[src/hdl/soc_ctrl_pkg.sv]
/* Widths, FIFO depth, debug hold-off window, address map rules
   and the PMU event word used by the SoC control block */
package soc_ctrl_pkg;

  // ------------------------------------------------------------
  // Debug request hold-off
  // ------------------------------------------------------------
  localparam int unsigned NUM_HARTS      = 2;
  localparam int unsigned DMI_DEL_CYCLES = 500;

  // ------------------------------------------------------------
  // Address map
  // ------------------------------------------------------------
  localparam int unsigned ADDR_W    = 64;
  localparam int unsigned SLV_IDX_W = 3;
  localparam int unsigned NUM_RULES = 7;

  // Debug, ROM, CLINT, PLIC, L2 SPM, HyperBus, LLC SPM
  localparam logic [ADDR_W-1:0] RULE_BASE [NUM_RULES] = '{
    64'h0000_0000_0000_0000,
    64'h0000_0000_0001_0000,
    64'h0000_0000_0200_0000,
    64'h0000_0000_0C00_0000,
    64'h0000_0000_1C00_0000,
    64'h0000_0000_8000_0000,
    64'h0000_0000_7000_0000
  };

  // End addresses are exclusive
  localparam logic [ADDR_W-1:0] RULE_END [NUM_RULES] = '{
    64'h0000_0000_0000_1000,
    64'h0000_0000_0002_0000,
    64'h0000_0000_020C_0000,
    64'h0000_0000_1000_0000,
    64'h0000_0000_1C80_0000,
    64'h0000_0000_C000_0000,
    64'h0000_0000_7002_0000
  };

  // LLC scratchpad shares the HyperBus port
  localparam logic [SLV_IDX_W-1:0] RULE_IDX [NUM_RULES] = '{
    3'd0, 3'd1, 3'd2, 3'd3, 3'd4, 3'd5, 3'd5
  };

  // ------------------------------------------------------------
  // PMU event path
  // ------------------------------------------------------------
  localparam int unsigned E_ID_W        = 4;
  localparam int unsigned E_INFO_W      = 17;
  localparam int unsigned S_ID_W        = 8;
  localparam int unsigned PMU_EVENT_W   = E_ID_W + E_INFO_W + S_ID_W;
  localparam int unsigned LOG_DEPTH_SPU = 2;
  localparam int unsigned SPU_DEPTH     = 2 ** LOG_DEPTH_SPU;
  localparam int unsigned DROP_CNT_W    = 8;

  // Field view for the producer, raw view for masking at the output
  typedef union packed {
    struct packed {
      logic [E_ID_W-1:0]   e_id;
      logic [E_INFO_W-1:0] e_info;
      logic [S_ID_W-1:0]   s_id;
    } fields;
    logic [PMU_EVENT_W-1:0] raw;
  } pmu_event_u;

endpackage
[src/hdl/soc_ctrl_top.sv]
/* SoC control top: PMU event path, debug request gate
   and address decoder */
`timescale 1ns/10ps

module soc_ctrl_top (
  input  logic                                 clk_i,
  input  logic                                 ndmreset_n,
  input  logic [soc_ctrl_pkg::NUM_HARTS-1:0]   debug_req_i,
  input  logic                                 req_valid_i,
  input  logic [soc_ctrl_pkg::ADDR_W-1:0]      req_addr_i,
  input  logic                                 evt_valid_i,
  input  logic [soc_ctrl_pkg::E_ID_W-1:0]      evt_id_i,
  input  logic [soc_ctrl_pkg::E_INFO_W-1:0]    evt_info_i,
  input  logic [soc_ctrl_pkg::S_ID_W-1:0]      evt_src_i,
  input  logic                                 pmu_stall_i,
  output logic [soc_ctrl_pkg::NUM_HARTS-1:0]   debug_req_o,
  output logic                                 route_valid_o,
  output logic [soc_ctrl_pkg::SLV_IDX_W-1:0]   route_idx_o,
  output logic                                 route_err_o,
  output soc_ctrl_pkg::pmu_event_u             spu_event_o,
  output logic                                 spu_event_valid_o,
  output logic [soc_ctrl_pkg::DROP_CNT_W-1:0]  evt_drop_cnt_o
);
  import soc_ctrl_pkg::*;

  logic       push;
  pmu_event_u push_data;
  logic       full;
  logic       pop;
  pmu_event_u pop_data;
  logic       empty;

  // ------------------------------------------------------------
  // PMU event path
  // ------------------------------------------------------------
  pmu_event_packer i_pmu_event_packer (
    .clk_i       ( clk_i          ),
    .ndmreset_n  ( ndmreset_n     ),
    .evt_valid_i ( evt_valid_i    ),
    .evt_id_i    ( evt_id_i       ),
    .evt_info_i  ( evt_info_i     ),
    .evt_src_i   ( evt_src_i      ),
    .full_i      ( full           ),
    .push_o      ( push           ),
    .push_data_o ( push_data      ),
    .drop_cnt_o  ( evt_drop_cnt_o )
  );

  pmu_event_fifo i_pmu_event_fifo (
    .clk_i       ( clk_i      ),
    .ndmreset_n  ( ndmreset_n ),
    .push_i      ( push       ),
    .push_data_i ( push_data  ),
    .full_o      ( full       ),
    .pop_i       ( pop        ),
    .pop_data_o  ( pop_data   ),
    .empty_o     ( empty      )
  );

  pmu_event_drain i_pmu_event_drain (
    .clk_i             ( clk_i             ),
    .ndmreset_n        ( ndmreset_n        ),
    .empty_i           ( empty             ),
    .pop_data_i        ( pop_data          ),
    .pmu_stall_i       ( pmu_stall_i       ),
    .pop_o             ( pop               ),
    .spu_event_o       ( spu_event_o       ),
    .spu_event_valid_o ( spu_event_valid_o )
  );

  // ------------------------------------------------------------
  // Debug gate and address decode
  // ------------------------------------------------------------
  debug_req_gate i_debug_req_gate (
    .clk_i       ( clk_i       ),
    .ndmreset_n  ( ndmreset_n  ),
    .debug_req_i ( debug_req_i ),
    .debug_req_o ( debug_req_o )
  );

  addr_decoder i_addr_decoder (
    .clk_i         ( clk_i         ),
    .ndmreset_n    ( ndmreset_n    ),
    .req_valid_i   ( req_valid_i   ),
    .req_addr_i    ( req_addr_i    ),
    .route_valid_o ( route_valid_o ),
    .route_idx_o   ( route_idx_o   ),
    .route_err_o   ( route_err_o   )
  );

endmodule

[src/hdl/addr_decoder.sv]
/* Registered address map lookup, returns the peripheral
   index of the matching rule or a decode error */
`timescale 1ns/10ps

module addr_decoder (
  input  logic                               clk_i,
  input  logic                               ndmreset_n,
  input  logic                               req_valid_i,
  input  logic [soc_ctrl_pkg::ADDR_W-1:0]    req_addr_i,
  output logic                               route_valid_o,
  output logic [soc_ctrl_pkg::SLV_IDX_W-1:0] route_idx_o,
  output logic                               route_err_o
);
  import soc_ctrl_pkg::*;

  logic                 hit;
  logic [SLV_IDX_W-1:0] hit_idx;
  logic                 route_valid_q;
  logic [SLV_IDX_W-1:0] route_idx_q;
  logic                 route_err_q;

  // Rules are disjoint, at most one of them matches
  always_comb begin
    hit     = 1'b0;
    hit_idx = '0;
    for (int r = 0; r < NUM_RULES; r++) begin
      if ((req_addr_i >= RULE_BASE[r]) && (req_addr_i < RULE_END[r])) begin
        hit     = 1'b1;
        hit_idx = RULE_IDX[r];
      end
    end
  end

  always_ff @(posedge clk_i or negedge ndmreset_n) begin
    if (!ndmreset_n) begin
      route_valid_q <= 1'b0;
      route_idx_q   <= '0;
      route_err_q   <= 1'b0;
    end else begin
      route_valid_q <= req_valid_i;
      route_idx_q   <= (req_valid_i && hit) ? hit_idx : '0;
      route_err_q   <= req_valid_i & ~hit;
    end
  end

  assign route_valid_o = route_valid_q;
  assign route_idx_o   = route_idx_q;
  assign route_err_o   = route_err_q;

endmodule

[src/hdl/debug_req_gate.sv]
/* Post-reset hold-off of the per-hart debug requests */
`timescale 1ns/10ps

module debug_req_gate (
  input  logic                               clk_i,
  input  logic                               ndmreset_n,
  input  logic [soc_ctrl_pkg::NUM_HARTS-1:0] debug_req_i,
  output logic [soc_ctrl_pkg::NUM_HARTS-1:0] debug_req_o
);
  import soc_ctrl_pkg::*;

  logic [$clog2(DMI_DEL_CYCLES+1)-1:0] del_cnt_q;
  logic                                hold;

  // Gives boot code time to set up before a halt can hit the cores
  always_ff @(posedge clk_i or negedge ndmreset_n) begin
    if (!ndmreset_n) begin
      del_cnt_q <= ($bits(del_cnt_q))'(DMI_DEL_CYCLES);
    end else if (hold) begin
      del_cnt_q <= del_cnt_q - 1'b1;
    end
  end

  assign hold = (del_cnt_q != '0);

  assign debug_req_o = hold ? '0 : debug_req_i;

endmodule

[src/hdl/pmu_event_drain.sv]
/* PMU event consumer: pops the FIFO when the PMU is ready
   and drives a masked event word with its valid flag */
`timescale 1ns/10ps

module pmu_event_drain (
  input  logic                     clk_i,
  input  logic                     ndmreset_n,
  input  logic                     empty_i,
  input  soc_ctrl_pkg::pmu_event_u pop_data_i,
  input  logic                     pmu_stall_i,
  output logic                     pop_o,
  output soc_ctrl_pkg::pmu_event_u spu_event_o,
  output logic                     spu_event_valid_o
);
  import soc_ctrl_pkg::*;

  logic       valid_q;
  pmu_event_u data_q;

  assign pop_o = ~empty_i & ~pmu_stall_i;

  always_ff @(posedge clk_i or negedge ndmreset_n) begin
    if (!ndmreset_n) begin
      valid_q <= 1'b0;
    end else begin
      valid_q <= pop_o;
    end
  end

  always_ff @(posedge clk_i) begin
    if (pop_o) begin
      data_q <= pop_data_i;
    end
  end

  // Idle output reads as all zeros
  assign spu_event_o.raw   = data_q.raw & {PMU_EVENT_W{valid_q}};
  assign spu_event_valid_o = valid_q;

endmodule

[src/hdl/pmu_event_fifo.sv]
/* Four-entry single-clock FIFO for PMU event words,
   binary read and write pointers with a wrap bit */
`timescale 1ns/10ps

module pmu_event_fifo (
  input  logic                     clk_i,
  input  logic                     ndmreset_n,
  input  logic                     push_i,
  input  soc_ctrl_pkg::pmu_event_u push_data_i,
  output logic                     full_o,
  input  logic                     pop_i,
  output soc_ctrl_pkg::pmu_event_u pop_data_o,
  output logic                     empty_o
);
  import soc_ctrl_pkg::*;

  pmu_event_u             mem_q [SPU_DEPTH];
  logic [LOG_DEPTH_SPU:0] wptr_q;
  logic [LOG_DEPTH_SPU:0] rptr_q;
  logic                   push_ok;

  // ------------------------------------------------------------
  // Storage
  // ------------------------------------------------------------
  assign push_ok = push_i & ~full_o;

  always_ff @(posedge clk_i) begin
    if (push_ok) begin
      mem_q[wptr_q[LOG_DEPTH_SPU-1:0]] <= push_data_i;
    end
  end

  // ------------------------------------------------------------
  // Pointers
  // ------------------------------------------------------------
  always_ff @(posedge clk_i or negedge ndmreset_n) begin
    if (!ndmreset_n) begin
      wptr_q <= '0;
    end else if (push_ok) begin
      wptr_q <= wptr_q + 1'b1;
    end
  end

  // Consumer guarantees the FIFO is not empty when it pops
  always_ff @(posedge clk_i or negedge ndmreset_n) begin
    if (!ndmreset_n) begin
      rptr_q <= '0;
    end else if (pop_i) begin
      rptr_q <= rptr_q + 1'b1;
    end
  end

  // Same index, wrap bits differ means full
  assign full_o  = (wptr_q[LOG_DEPTH_SPU] != rptr_q[LOG_DEPTH_SPU]) &&
                   (wptr_q[LOG_DEPTH_SPU-1:0] == rptr_q[LOG_DEPTH_SPU-1:0]);
  assign empty_o = (wptr_q == rptr_q);

  // Oldest entry
  assign pop_data_o = mem_q[rptr_q[LOG_DEPTH_SPU-1:0]];

endmodule

[src/hdl/pmu_event_packer.sv]
/* PMU event producer: stage register for core events,
   push into the event FIFO and saturating drop counter */
`timescale 1ns/10ps

module pmu_event_packer (
  input  logic                                 clk_i,
  input  logic                                 ndmreset_n,
  input  logic                                 evt_valid_i,
  input  logic [soc_ctrl_pkg::E_ID_W-1:0]      evt_id_i,
  input  logic [soc_ctrl_pkg::E_INFO_W-1:0]    evt_info_i,
  input  logic [soc_ctrl_pkg::S_ID_W-1:0]      evt_src_i,
  input  logic                                 full_i,
  output logic                                 push_o,
  output soc_ctrl_pkg::pmu_event_u             push_data_o,
  output logic [soc_ctrl_pkg::DROP_CNT_W-1:0]  drop_cnt_o
);
  import soc_ctrl_pkg::*;

  logic                  stage_valid_q;
  pmu_event_u            stage_q;
  logic                  drop;
  logic [DROP_CNT_W-1:0] drop_cnt_q;

  // Stage is rewritten every cycle, it never waits for the FIFO
  always_ff @(posedge clk_i or negedge ndmreset_n) begin
    if (!ndmreset_n) begin
      stage_valid_q <= 1'b0;
    end else begin
      stage_valid_q <= evt_valid_i;
    end
  end

  always_ff @(posedge clk_i) begin
    if (evt_valid_i) begin
      stage_q.fields.e_id   <= evt_id_i;
      stage_q.fields.e_info <= evt_info_i;
      stage_q.fields.s_id   <= evt_src_i;
    end
  end

  assign push_o      = stage_valid_q;
  assign push_data_o = stage_q;

  // Staged event lost when the FIFO has no room
  assign drop = stage_valid_q & full_i;

  always_ff @(posedge clk_i or negedge ndmreset_n) begin
    if (!ndmreset_n) begin
      drop_cnt_q <= '0;
    end else if (drop && (drop_cnt_q != '1)) begin
      drop_cnt_q <= drop_cnt_q + 1'b1;
    end
  end

  assign drop_cnt_o = drop_cnt_q;

endmodule

[config.mk]
export PLATFORM = sky130hd
export DESIGN_NAME = soc_ctrl_top
export DESIGN_NICKNAME = d
export VERILOG_FILES = /design/src/hdl/soc_ctrl_pkg.sv /design/src/hdl/soc_ctrl_top.sv /design/src/hdl/addr_decoder.sv /design/src/hdl/debug_req_gate.sv /design/src/hdl/pmu_event_drain.sv /design/src/hdl/pmu_event_fifo.sv /design/src/hdl/pmu_event_packer.sv
export SDC_FILE = /design/constraint.sdc
export NUM_CORES = 1
export LEC_CHECK = 0
export ABC_AREA = 0
export BUFFER_PORTS_ARGS = -buffer_cell sky130_fd_sc_hd__buf_2
export CAP_MARGIN = 10
export CORE_MARGIN = 2
export CORE_UTILIZATION = 50
export CTS_CLUSTER_SIZE = 14
export DETAILED_ROUTE_END_ITERATION = 8
export PLACE_DENSITY = 0.76
export SETUP_SLACK_MARGIN = 0.5
export SLEW_MARGIN = 10
export SYNTH_ARGS = -nofsm -noshare
export SYNTH_HDL_FRONTEND = slang
export SYNTH_SLANG_ARGS = --single-unit
[constraint.sdc]
create_clock -name clk_i -period 3.74 [get_ports clk_i]
set_input_delay 0.561 -clock clk_i [delete_from_list [all_inputs] [get_ports clk_i]]
set_output_delay 0.561 -clock clk_i [all_outputs]
set_load 0.03 [all_outputs]
; Word-level counts from Yosys, hierarchy flattened
; Memory sizes are Yosys's and may differ from the RTL's. A register that Yosys moved wholly into a read port is not among the register bits.
; Cells that the tools add are included.
[classes]
eq_ne = 4
n_lt_le_gt_ge = 14
bitwise = 9
div = 0
multipliers = 0
n_shift = 0
add_sub_neg = 4
n_reduce_logical = 11
mux = 17
[op_table]
columns = op, n
row1 = "64-bit by 29-bit < comparator with 1-bit output, second input constant", 2
row2 = "64-bit by 1-bit greater-or-equal comparator with 1-bit output, second input constant", 1
row3 = "64-bit by 17-bit greater-or-equal comparator with 1-bit output, second input constant", 1
row4 = "64-bit by 26-bit greater-or-equal comparator with 1-bit output, second input constant", 1
row5 = "64-bit by 28-bit greater-or-equal comparator with 1-bit output, second input constant", 1
row6 = "64-bit by 29-bit greater-or-equal comparator with 1-bit output, second input constant", 1
row7 = "64-bit by 31-bit greater-or-equal comparator with 1-bit output, second input constant", 1
row8 = "64-bit by 32-bit greater-or-equal comparator with 1-bit output, second input constant", 1
row9 = "64-bit by 13-bit < comparator with 1-bit output, second input constant", 1
row10 = "64-bit by 18-bit < comparator with 1-bit output, second input constant", 1
row11 = "64-bit by 26-bit < comparator with 1-bit output, second input constant", 1
row12 = "64-bit by 31-bit < comparator with 1-bit output, second input constant", 1
row13 = "64-bit by 32-bit < comparator with 1-bit output, second input constant", 1
row14 = 29-bit bitwise AND, 1
row15 = 3-bit two-way mux, 4
row16 = 1-bit logical AND, 10
row17 = 1-bit two-way mux, 10
row18 = 9-bit nonzero test, 1
row19 = "9-bit by 1-bit subtractor with 9-bit output, second input constant", 1
row20 = "8-bit by 1-bit adder with 8-bit output, second input constant", 1
row21 = "8-bit != test, second input constant", 1
row22 = "3-bit by 1-bit adder with 3-bit output, second input constant", 2
row23 = 2-bit two-way mux, 3
row24 = 1-bit bitwise AND, 4
row25 = 4 further kinds, 7
[word_totals]
memories = 1
mem_bits_rw = 116
out_inout_bits = 45
rom_bits = 0
ff_bits = 59
latch_bits = 0
[memory_table]
columns = memory, depth, word_bits, rd, rd_clocked_by_memory_dff, wr, line_no
row1 = i_pmu_event_fifo.mem_q, 4, 29, 1, 1, 1, pmu_event_fifo.sv:17  ; pmu_event_u mem_q [SPU_DEPTH];

; Longest topological paths before layout
; Gate-level depths: netlist of the first run.
[depth]
ltp_word = 11
ltp_mapped = 6
ltp_nobuf = 6

; By module
; Synthesis of the first run repeated with hierarchy kept, for this count alone.
[unflattened]
cells_unflattened = 407
area_unflattened_um2 = 7916.3
[by_module_without_submodules]
columns = module, instances, cells_per_inst, seq_area_each_um2, area_each_um2
row1 = pmu_event_fifo, 1, 193, 3633.5, 4629.4
row2 = pmu_event_packer, 1, 67, 1096.1, 1301.2
row3 = pmu_event_drain, 1, 63, 895.9, 1141.1
row4 = debug_req_gate, 1, 40, 232.7, 451.7
row5 = addr_decoder, 1, 44, 125.1, 392.9

; Worst setup path before layout of the first run
; OpenSTA, ideal clock, no wires.
[synth_timing]
path_type = flip-flop to flip-flop
start = reg i_pmu_event_fifo.rptr_q[1]
end = reg i_pmu_event_fifo.rptr_q[1]
arrival_time_ns = 2.889
path_buffers = 0
path_slack_ns = 0.723
path_stages_with_launch = 4
required_time_ns = 3.612
path_cell_list = dfrtp_1 -> xnor2_1 -> a31oi_1 -> mux2_2
[synth_via]
elab_chain_cells = 3
elab_cells_between_ends = 4
classes_between = 1 x add/sub / 1 x eq/ne / 2 x bitwise
[synth_rtl]
columns = element, line_no
row1 = "start, declared", pmu_event_fifo.sv:19  ; logic [LOG_DEPTH_SPU:0] rptr_q;
row2 = "start signal, assigned", pmu_event_fifo.sv:49  ; rptr_q <= rptr_q + 1'b1;
row3 = 3-bit == test, pmu_event_fifo.sv:56  ; assign empty_o = (wptr_q == rptr_q);
row4 = 1-bit inverter, pmu_event_drain.sv:20  ; assign pop_o = ~empty_i & ~pmu_stall_i;
row5 = 1-bit bitwise AND, pmu_event_drain.sv:20
row6 = via i_pmu_event_drain.pop_o, pmu_event_drain.sv:11  ; output logic pop_o,
; The timed path passes the listed nets, and every way through them passes these cells.
; A chain may end at the register's enable or synchronous reset.

; Worst setup path after layout of the first run
[layout_timing]
start = reg i_debug_req_gate.del_cnt_q[0]
end = out debug_req_o[1] (netlist bit)
[layout_via]
elab_chain_cells = 2
[layout_rtl]
columns = element, line_no
row1 = "start, declared", debug_req_gate.sv:12  ; logic [$clog2(DMI_DEL_CYCLES+1)-1:0] del_cnt_q;
row2 = "start signal, assigned", debug_req_gate.sv:18  ; del_cnt_q <= ($bits(del_cnt_q))'(DMI_DEL_CYCLES);
row3 = "start signal, assigned", debug_req_gate.sv:20  ; del_cnt_q <= del_cnt_q - 1'b1;
row4 = 9-bit nonzero test, debug_req_gate.sv:24  ; assign hold = (del_cnt_q != '0);
row5 = 2-bit two-way mux, debug_req_gate.sv:26  ; assign debug_req_o = hold ? '0 : debug_req_i;
row6 = "end, declared", soc_ctrl_top.sv:16  ; output logic [soc_ctrl_pkg::NUM_HARTS-1:0] debug_req_o,
; Every way passes these cells.

==> impl_metrics.tcl, run 1 <==
set metrics [dict create \
    status "finished, final reports clean" \
    yosys_warnings 0 \
    io_pins 145 \
    die_y_um 128.2 \
    end_kind "primary output" \
    hold_violations 0 \
    drtIter0Drc 182 \
    grt_max_degree 32 \
    post-dp-hpwl_um 8431 \
    antenna_found_initial 0 \
    drtPass1Iterations 4 \
    numCtsBuffers 21 \
    row_count 45 \
    syn-num-nets 504 \
    numClockSinks 204 \
    overflow 0 \
    r2r_slack_ps 1340 \
    fin_tns_setup_ps 0 \
    grt_pass1_vias 4073 \
    layout_commonest_cell "edfxtp_1" \
    cts_tree "done" \
    numPortBuffers 132 \
    final_util_pct 61.07 \
    cts_hold_buf 0 \
    start_kind "flip-flop" \
    cts_buffer_depth 3 \
    antennaDiodeCount 0 \
    ys_ff_latch 204 \
    fin_skew_ps 12.78 \
    cts_root_buf "clkbuf_16" \
    drive_gt1_share_pct 37.92 \
    drt-total-wl_um 13970 \
    synth_area_per_cell_um2 19.42 \
    drv_slew 0 \
    crit_required_ps 3180 \
    period_minus_slack_ps 2934 \
    reg2reg_to "i_pmu_event_fifo.mem_q[3][14]" \
    cp.arrival_ps 2370 \
    cp_max_fo 6 \
    synth_cell_types 39 \
    post_cts_buffers 0 \
    worstMarginPinSlew_ps 882.5 \
    gp_congestion 0.9014 \
    drc 0 \
    ys_seq_area_share_pct 77.62 \
    hold_path.class "primary input to async pin" \
    cts-htree-levels 1 \
    grt_pass1_wl_um 21600 \
    postRouteAntennaNets 0 \
    p_per_area_nw_per_um2 767.2 \
    drv_cap 0 \
    fin_crit_sh_pct 78.45 \
    die_area_um2 16430 \
    timing.rr.start "i_pmu_event_fifo.wptr_q[1]" \
    post_drt_wl_per_cell_um 18.69 \
    crit_type "flip-flop to primary output" \
    core_um2 15150 \
    power.total_w 0.007097 \
    synth_cells 397 \
    max_freq_ghz 0.3408 \
    fillCellCount 1110 \
    rsz0062_at_grt "no" \
    start_util_pct 50.90 \
    syn_area_um2 7709 \
    die_w_um 128.2 \
    clkLatencyLatePin_ps 490 \
    layout.area.seq_um2 5986 \
    peakVddDrop_uv 561.6 \
    leakagePower_nw 3.494 \
    via_per_inst 5.432 \
    final_cell_mix "edfxtp_1 (174), buf_2 (132), and2_1 (31), mux4_2 (29), dfrtp_1 (22)" \
    clk_pin_slew_worst_paths_ps 60 \
    multi_input_comb_area_um2 1678 \
    reg2regPathDepth 3 \
    nets 651 \
    synthToLayoutAreaGrowth_pct 20.00 \
    cts.repair.resized 0 \
    routed-via-count 4058 \
    setup_viol 0 \
    max_slew_margin_pct 41.17 \
    track_usage_pct 17.30 \
]
cell families after synthesis:
family / synth area share [%]
DFF: 77.62
adders and majority gates: 1.136
muxes: 9.171
xor gates and xnor gates: 2.159
AOI/OAI and AO/OA: 1.152
and+or+nand+nor: 7.888
buffers and inverters: 0.8764
routing by layer:
| metal | track usage, % | wire, µm |
|---|---|---|
| met1 | 22.58 | 5837 |
| met2 | 29.88 | 7015 |
| met3 | 3.506 | 797 |
| met4 | 4.848 | 313 |
| met5 | 0 | 0 |
power by group:
group	switching, W	internal (W)
logic	0.00110	0.000683
clock network	0.000780	0.00114
registers	0.000220	0.00317
total	0.00210	0.00500
Yosys cell counts:
| cell type | count | area, µm² |
|---|---|---|
| inv_1 | 6 | 22.52 |
| nor3b_1 | 3 | 22.52 |
| nor4b_2 | 1 | 15.01 |
| or3_1 | 1 | 6.260 |
| mux4_2 | 29 | 653.1 |
| clkbuf_1 | 7 | 26.28 |
| xnor2_1 | 7 | 61.31 |
| a31oi_1 | 3 | 18.77 |
| nor3_2 | 1 | 10.01 |
| o21ai_0 | 2 | 10.01 |
| nand2_1 | 11 | 41.29 |
| mux2i_1 | 2 | 20.02 |
| buf_1 | 1 | 3.750 |
| a41oi_1 | 1 | 8.760 |
| or4b_4 | 1 | 13.76 |
| dfstp_2 | 6 | 157.7 |
| xor2_1 | 12 | 105.1 |
| a21oi_1 | 3 | 15.01 |
| a21boi_0 | 1 | 7.510 |
| and4_1 | 1 | 8.760 |
| o21a_1 | 1 | 7.510 |
| nand4_2 | 1 | 12.51 |
| mux2_2 | 3 | 33.78 |
| edfxtp_1 | 174 | 5225 |
| nor2_1 | 12 | 45.04 |
| nand3_1 | 5 | 25.02 |
| nor4_1 | 15 | 93.84 |
| nor2b_1 | 1 | 6.260 |
| nand2b_1 | 1 | 6.260 |
| buf_2 | 3 | 15.01 |
| o22ai_1 | 2 | 12.51 |
| ha_1 | 7 | 87.58 |
| or3_4 | 1 | 11.26 |
| o41ai_1 | 1 | 8.760 |
| nand4_1 | 6 | 37.54 |
| dfrtp_1 | 24 | 600.6 |
| and2_1 | 35 | 219.0 |
| nor3_1 | 3 | 15.01 |
| and3_1 | 3 | 18.77 |
stage by stage:
| step | cell area, µm² | hold WS (ps) | setup WS, ps | std cells |
|---|---|---|---|---|
| after floorplan | 7709 | 265.4 | 723.0 | 397 |
| after global placement | 8605 | 465.9 | 1310 | 709 |
| after detailed placement | 8605 | 481.5 | 1288 | 709 |
| after CTS | 9250 | 117.4 | 769.7 | 747 |
| after global routing | 9250 | 155.5 | 658.3 | 747 |
| final | 9250 | 112.9 | 806.0 | 747 |
critical path: stages (launching register included):
cell     delay (ps)
dfrtp_1         420
inv_1            90
ha_1            220
or4b_4          500
nor3_2          300
and2_1          180
buf_2           190
worst max path at each step:
stage | depth (start not counted) | start | end | slack [ps]
3_5_place_dp | 6 | i_debug_req_gate.del_cnt_q[0] | debug_req_o[1] | 1290
6_report | 6 | i_debug_req_gate.del_cnt_q[0] | debug_req_o[1] | 810
2_1_floorplan | 3 | i_pmu_event_fifo.rptr_q[1] | i_pmu_event_fifo.rptr_q[1] | 720
4_1_cts | 6 | i_debug_req_gate.del_cnt_q[0] | debug_req_o[1] | 770
5_1_grt | 6 | i_debug_req_gate.del_cnt_q[0] | debug_req_o[1] | 660
3_3_place_gp | 6 | i_debug_req_gate.del_cnt_q[0] | debug_req_o[0] | 1310
sequential cells by signal, indices dropped and copies added (netlist names):
| signal | count |
|---|---|
| i_addr_decoder.route_err_o | 1 |
| i_addr_decoder.route_idx_o | 3 |
| i_addr_decoder.route_valid_o | 1 |
| i_debug_req_gate.del_cnt_q | 9 |
| i_pmu_event_drain.data_q | 29 |
| i_pmu_event_drain.spu_event_valid_o | 1 |
| i_pmu_event_fifo.mem_q | 116 |
| i_pmu_event_fifo.rptr_q | 3 |
| i_pmu_event_fifo.wptr_q | 3 |
| i_pmu_event_packer.drop_cnt_o | 8 |
| i_pmu_event_packer.push_data_o | 29 |
| i_pmu_event_packer.push_o | 1 |
layout make-up:
cell class	count	share of cell area, %
flip-flops and latches	204	64.71
well taps	188	2.543
inverters	6	0.2435
clock inverters	9	0.7575
repair buffers	135	7.385
multi-input cells	176	18.14
clock buffers	29	6.222
Power figures use the tool's default switching activity.
==> run 2, diff against run 1 <==
==> constraint.sdc (replaced) <==
create_clock -name clk_i -period 2.7 [get_ports clk_i]
set_input_delay 0.405 -clock clk_i [delete_from_list [all_inputs] [get_ports clk_i]]
set_output_delay 0.405 -clock clk_i [all_outputs]
set_load 0.03 [all_outputs]
==> run 2 against run 1 <==
- routed wire length about the same
- worst setup slack worse by 600 ps
- utilization up 1.3 points
- via count up 0.94%
- sequential share of layout area down 1.3 points
- combinational power up 44%
- clock skew down 3.6 ps
- flip-flop and latch count unchanged
==> impl_metrics.tcl, run 2 (synthesis gave the netlist of run 1 again) <==
set metrics [dict create \
    numPortBuffers 132 \
    met2_usage_pct 31.17 \
    numCtsBuffers 21 \
    start_util_pct 50.90 \
    via_per_inst 5.382 \
    track_usage_pct 17.46 \
    period_minus_slack_ps 2491 \
    drtPass1Iterations 4 \
    layout.area.seq_um2 5987 \
    final_cell_mix "edfxtp_1 (174), buf_2 (130), mux4_2 (29), and2_1 (29)" \
    grt_pass1_wl_um 21840 \
    cp.arrival_ps 2090 \
    antenna_found_initial 0 \
    end_kind "primary output" \
    hold_violations 0 \
    status "finished, final reports clean" \
    seqPwrFrac_pct 46.2 \
    drive_gt1_share_pct 41.01 \
    start_kind "flip-flop" \
    row_count 45 \
    die_y_um 128.2 \
    layout_commonest_cell "edfxtp_1" \
    postRouteAntennaNets 0 \
    grt_pass1_vias 4254 \
    antennaDiodeCount 0 \
    fin_tns_setup_ps 0 \
    grt_max_degree 32 \
    largest_reg_flops 116 \
    r2r_slack_ps 770 \
    nets 665 \
    grt_util_met1_pct 22.50 \
    io_pins 145 \
    drc 0 \
    p_per_area_nw_per_um2 1065 \
    multi_input_comb_area_um2 1713 \
    hold_ws_ps 92.39 \
    crit_required_ps 2300 \
    die_area_um2 16430 \
    swShare_pct 29.32 \
    power.total_w 0.01006 \
    hold_path.class "primary input to flip-flop" \
    core_um2 15150 \
    use_met3_pct 2.337 \
    drt-total-wl_um 13970 \
    cts_root_buf "clkbuf_16" \
    cts_tree "done" \
    post_drt_wl_per_cell_um 18.36 \
    clkPwrFrac_pct 28.3 \
    peakVddDrop_uv 735.9 \
    p_sw_w 0.002951 \
    post-dp-hpwl_um 8661 \
    worstMarginPinSlew_ps 766.8 \
    numClockSinks 204 \
    crit_type "flip-flop to primary output" \
    cp_max_fo 4 \
    die_w_um 128.2 \
    max_slew_margin_pct 48.88 \
    rsz0062_at_grt "yes" \
    cts_buffer_depth 3 \
    cts-htree-levels 1 \
    drtIter0Drc 252 \
    routed-via-count 4096 \
    internal_power_w 0.007112 \
    combPwrFrac_pct 25.5 \
    busiest_layer "met2" \
    clkLatencyLatePin_ps 480 \
    drv_cap 0 \
    fin_skew_ps 9.137 \
    gp_congestion 0.7486 \
    setup_viol 0 \
    leakagePower_nw 3.595 \
    overflow 0 \
    drv_slew 0 \
    clk_pin_slew_worst_paths_ps 60 \
    fillCellCount 1083 \
    max_freq_ghz 0.4014 \
    fin_crit_sh_pct 92.28 \
    synthToLayoutAreaGrowth_pct 22.53 \
]
==> run 2: power groups by stage <==
| stage | logic [W] | clock network (W) | registers [W] |
|---|---|---|---|
| 3_5_place_dp | 0.00259 | 0 | 0.00472 |
| 2_1_floorplan | 0.00178 | 0 | 0.00469 |
| 6_report | 0.00257 | 0.00285 | 0.00465 |
| 3_3_place_gp | 0.00254 | 0 | 0.00467 |
| 4_1_cts | 0.00263 | 0.00291 | 0.00466 |
| 5_1_grt | 0.00278 | 0.00303 | 0.00473 |
==> run 2: worst paths after layout <==
| path | startpoint | to | cells past startpoint |
|---|---|---|---|
| max | i_debug_req_gate.del_cnt_q[0] | debug_req_o[0] | 6 |
| min | evt_src_i[2] | i_pmu_event_packer.push_data_o[2] | 1 |
| max reg2reg | i_debug_req_gate.del_cnt_q[0] | i_debug_req_gate.del_cnt_q[7] | 7 |
| min reg2reg | i_debug_req_gate.del_cnt_q[8] | i_debug_req_gate.del_cnt_q[8] | 1 |
| max in group asynchronous | ndmreset_n | i_pmu_event_fifo.rptr_q[1] | 2 |
| min in group asynchronous | ndmreset_n | i_debug_req_gate.del_cnt_q[3] | 2 |
==> run 2: per-stage QoR <==
step / util (%) / instance area [µm²] / std cells / setup WS, ps
2_1_floorplan: - / 7724 / 397 / 466.1
3_3_place_gp: 56.96 / 8627 / 712 / 448.6
3_5_place_dp: 56.96 / 8627 / 712 / 347.4
4_1_cts: 62.16 / 9415 / 758 / 166.4
5_1_grt: 62.36 / 9445 / 761 / 143.7
6_report: 62.36 / 9445 / 761 / 208.5
==> run 2: timing repair <==
item | CTS | global route
setup endpoints to repair | 118 | 120
resized for setup | 15 | 2
pin swaps | 4 | 4
endpoints found under the hold margin | 24 | 0
gates cloned | 0 | 0
setup buffers | 7 | 3
hold buffers | 1 | 0
==> run 2: cell type report <==
type                            instances  area share, %
Clock buffer                           27          5.802
Clock inverter                         11          1.444
Inverter                                6         0.2384
Multi-Input combinational cell        176          18.13
Sequential cell                       204          63.39
Tap cell                              188          2.490
Timing Repair Buffer                  149          8.504
==> run 2: worst max-delay path, cell delays in order, from the launching register on <==
cell and delay [ps]:
dfrtp_1 390, inv_2 90, ha_4 130, or4b_4 480, nor3_4 200, and2_4 180, buf_6 120
==> run 2: metal layers <==
layer  routed length, µm  share of wire, %
met3                 533               3.8
met5                   0                 0
met1                5813                42
met4                 285               2.0
met2                7339                53
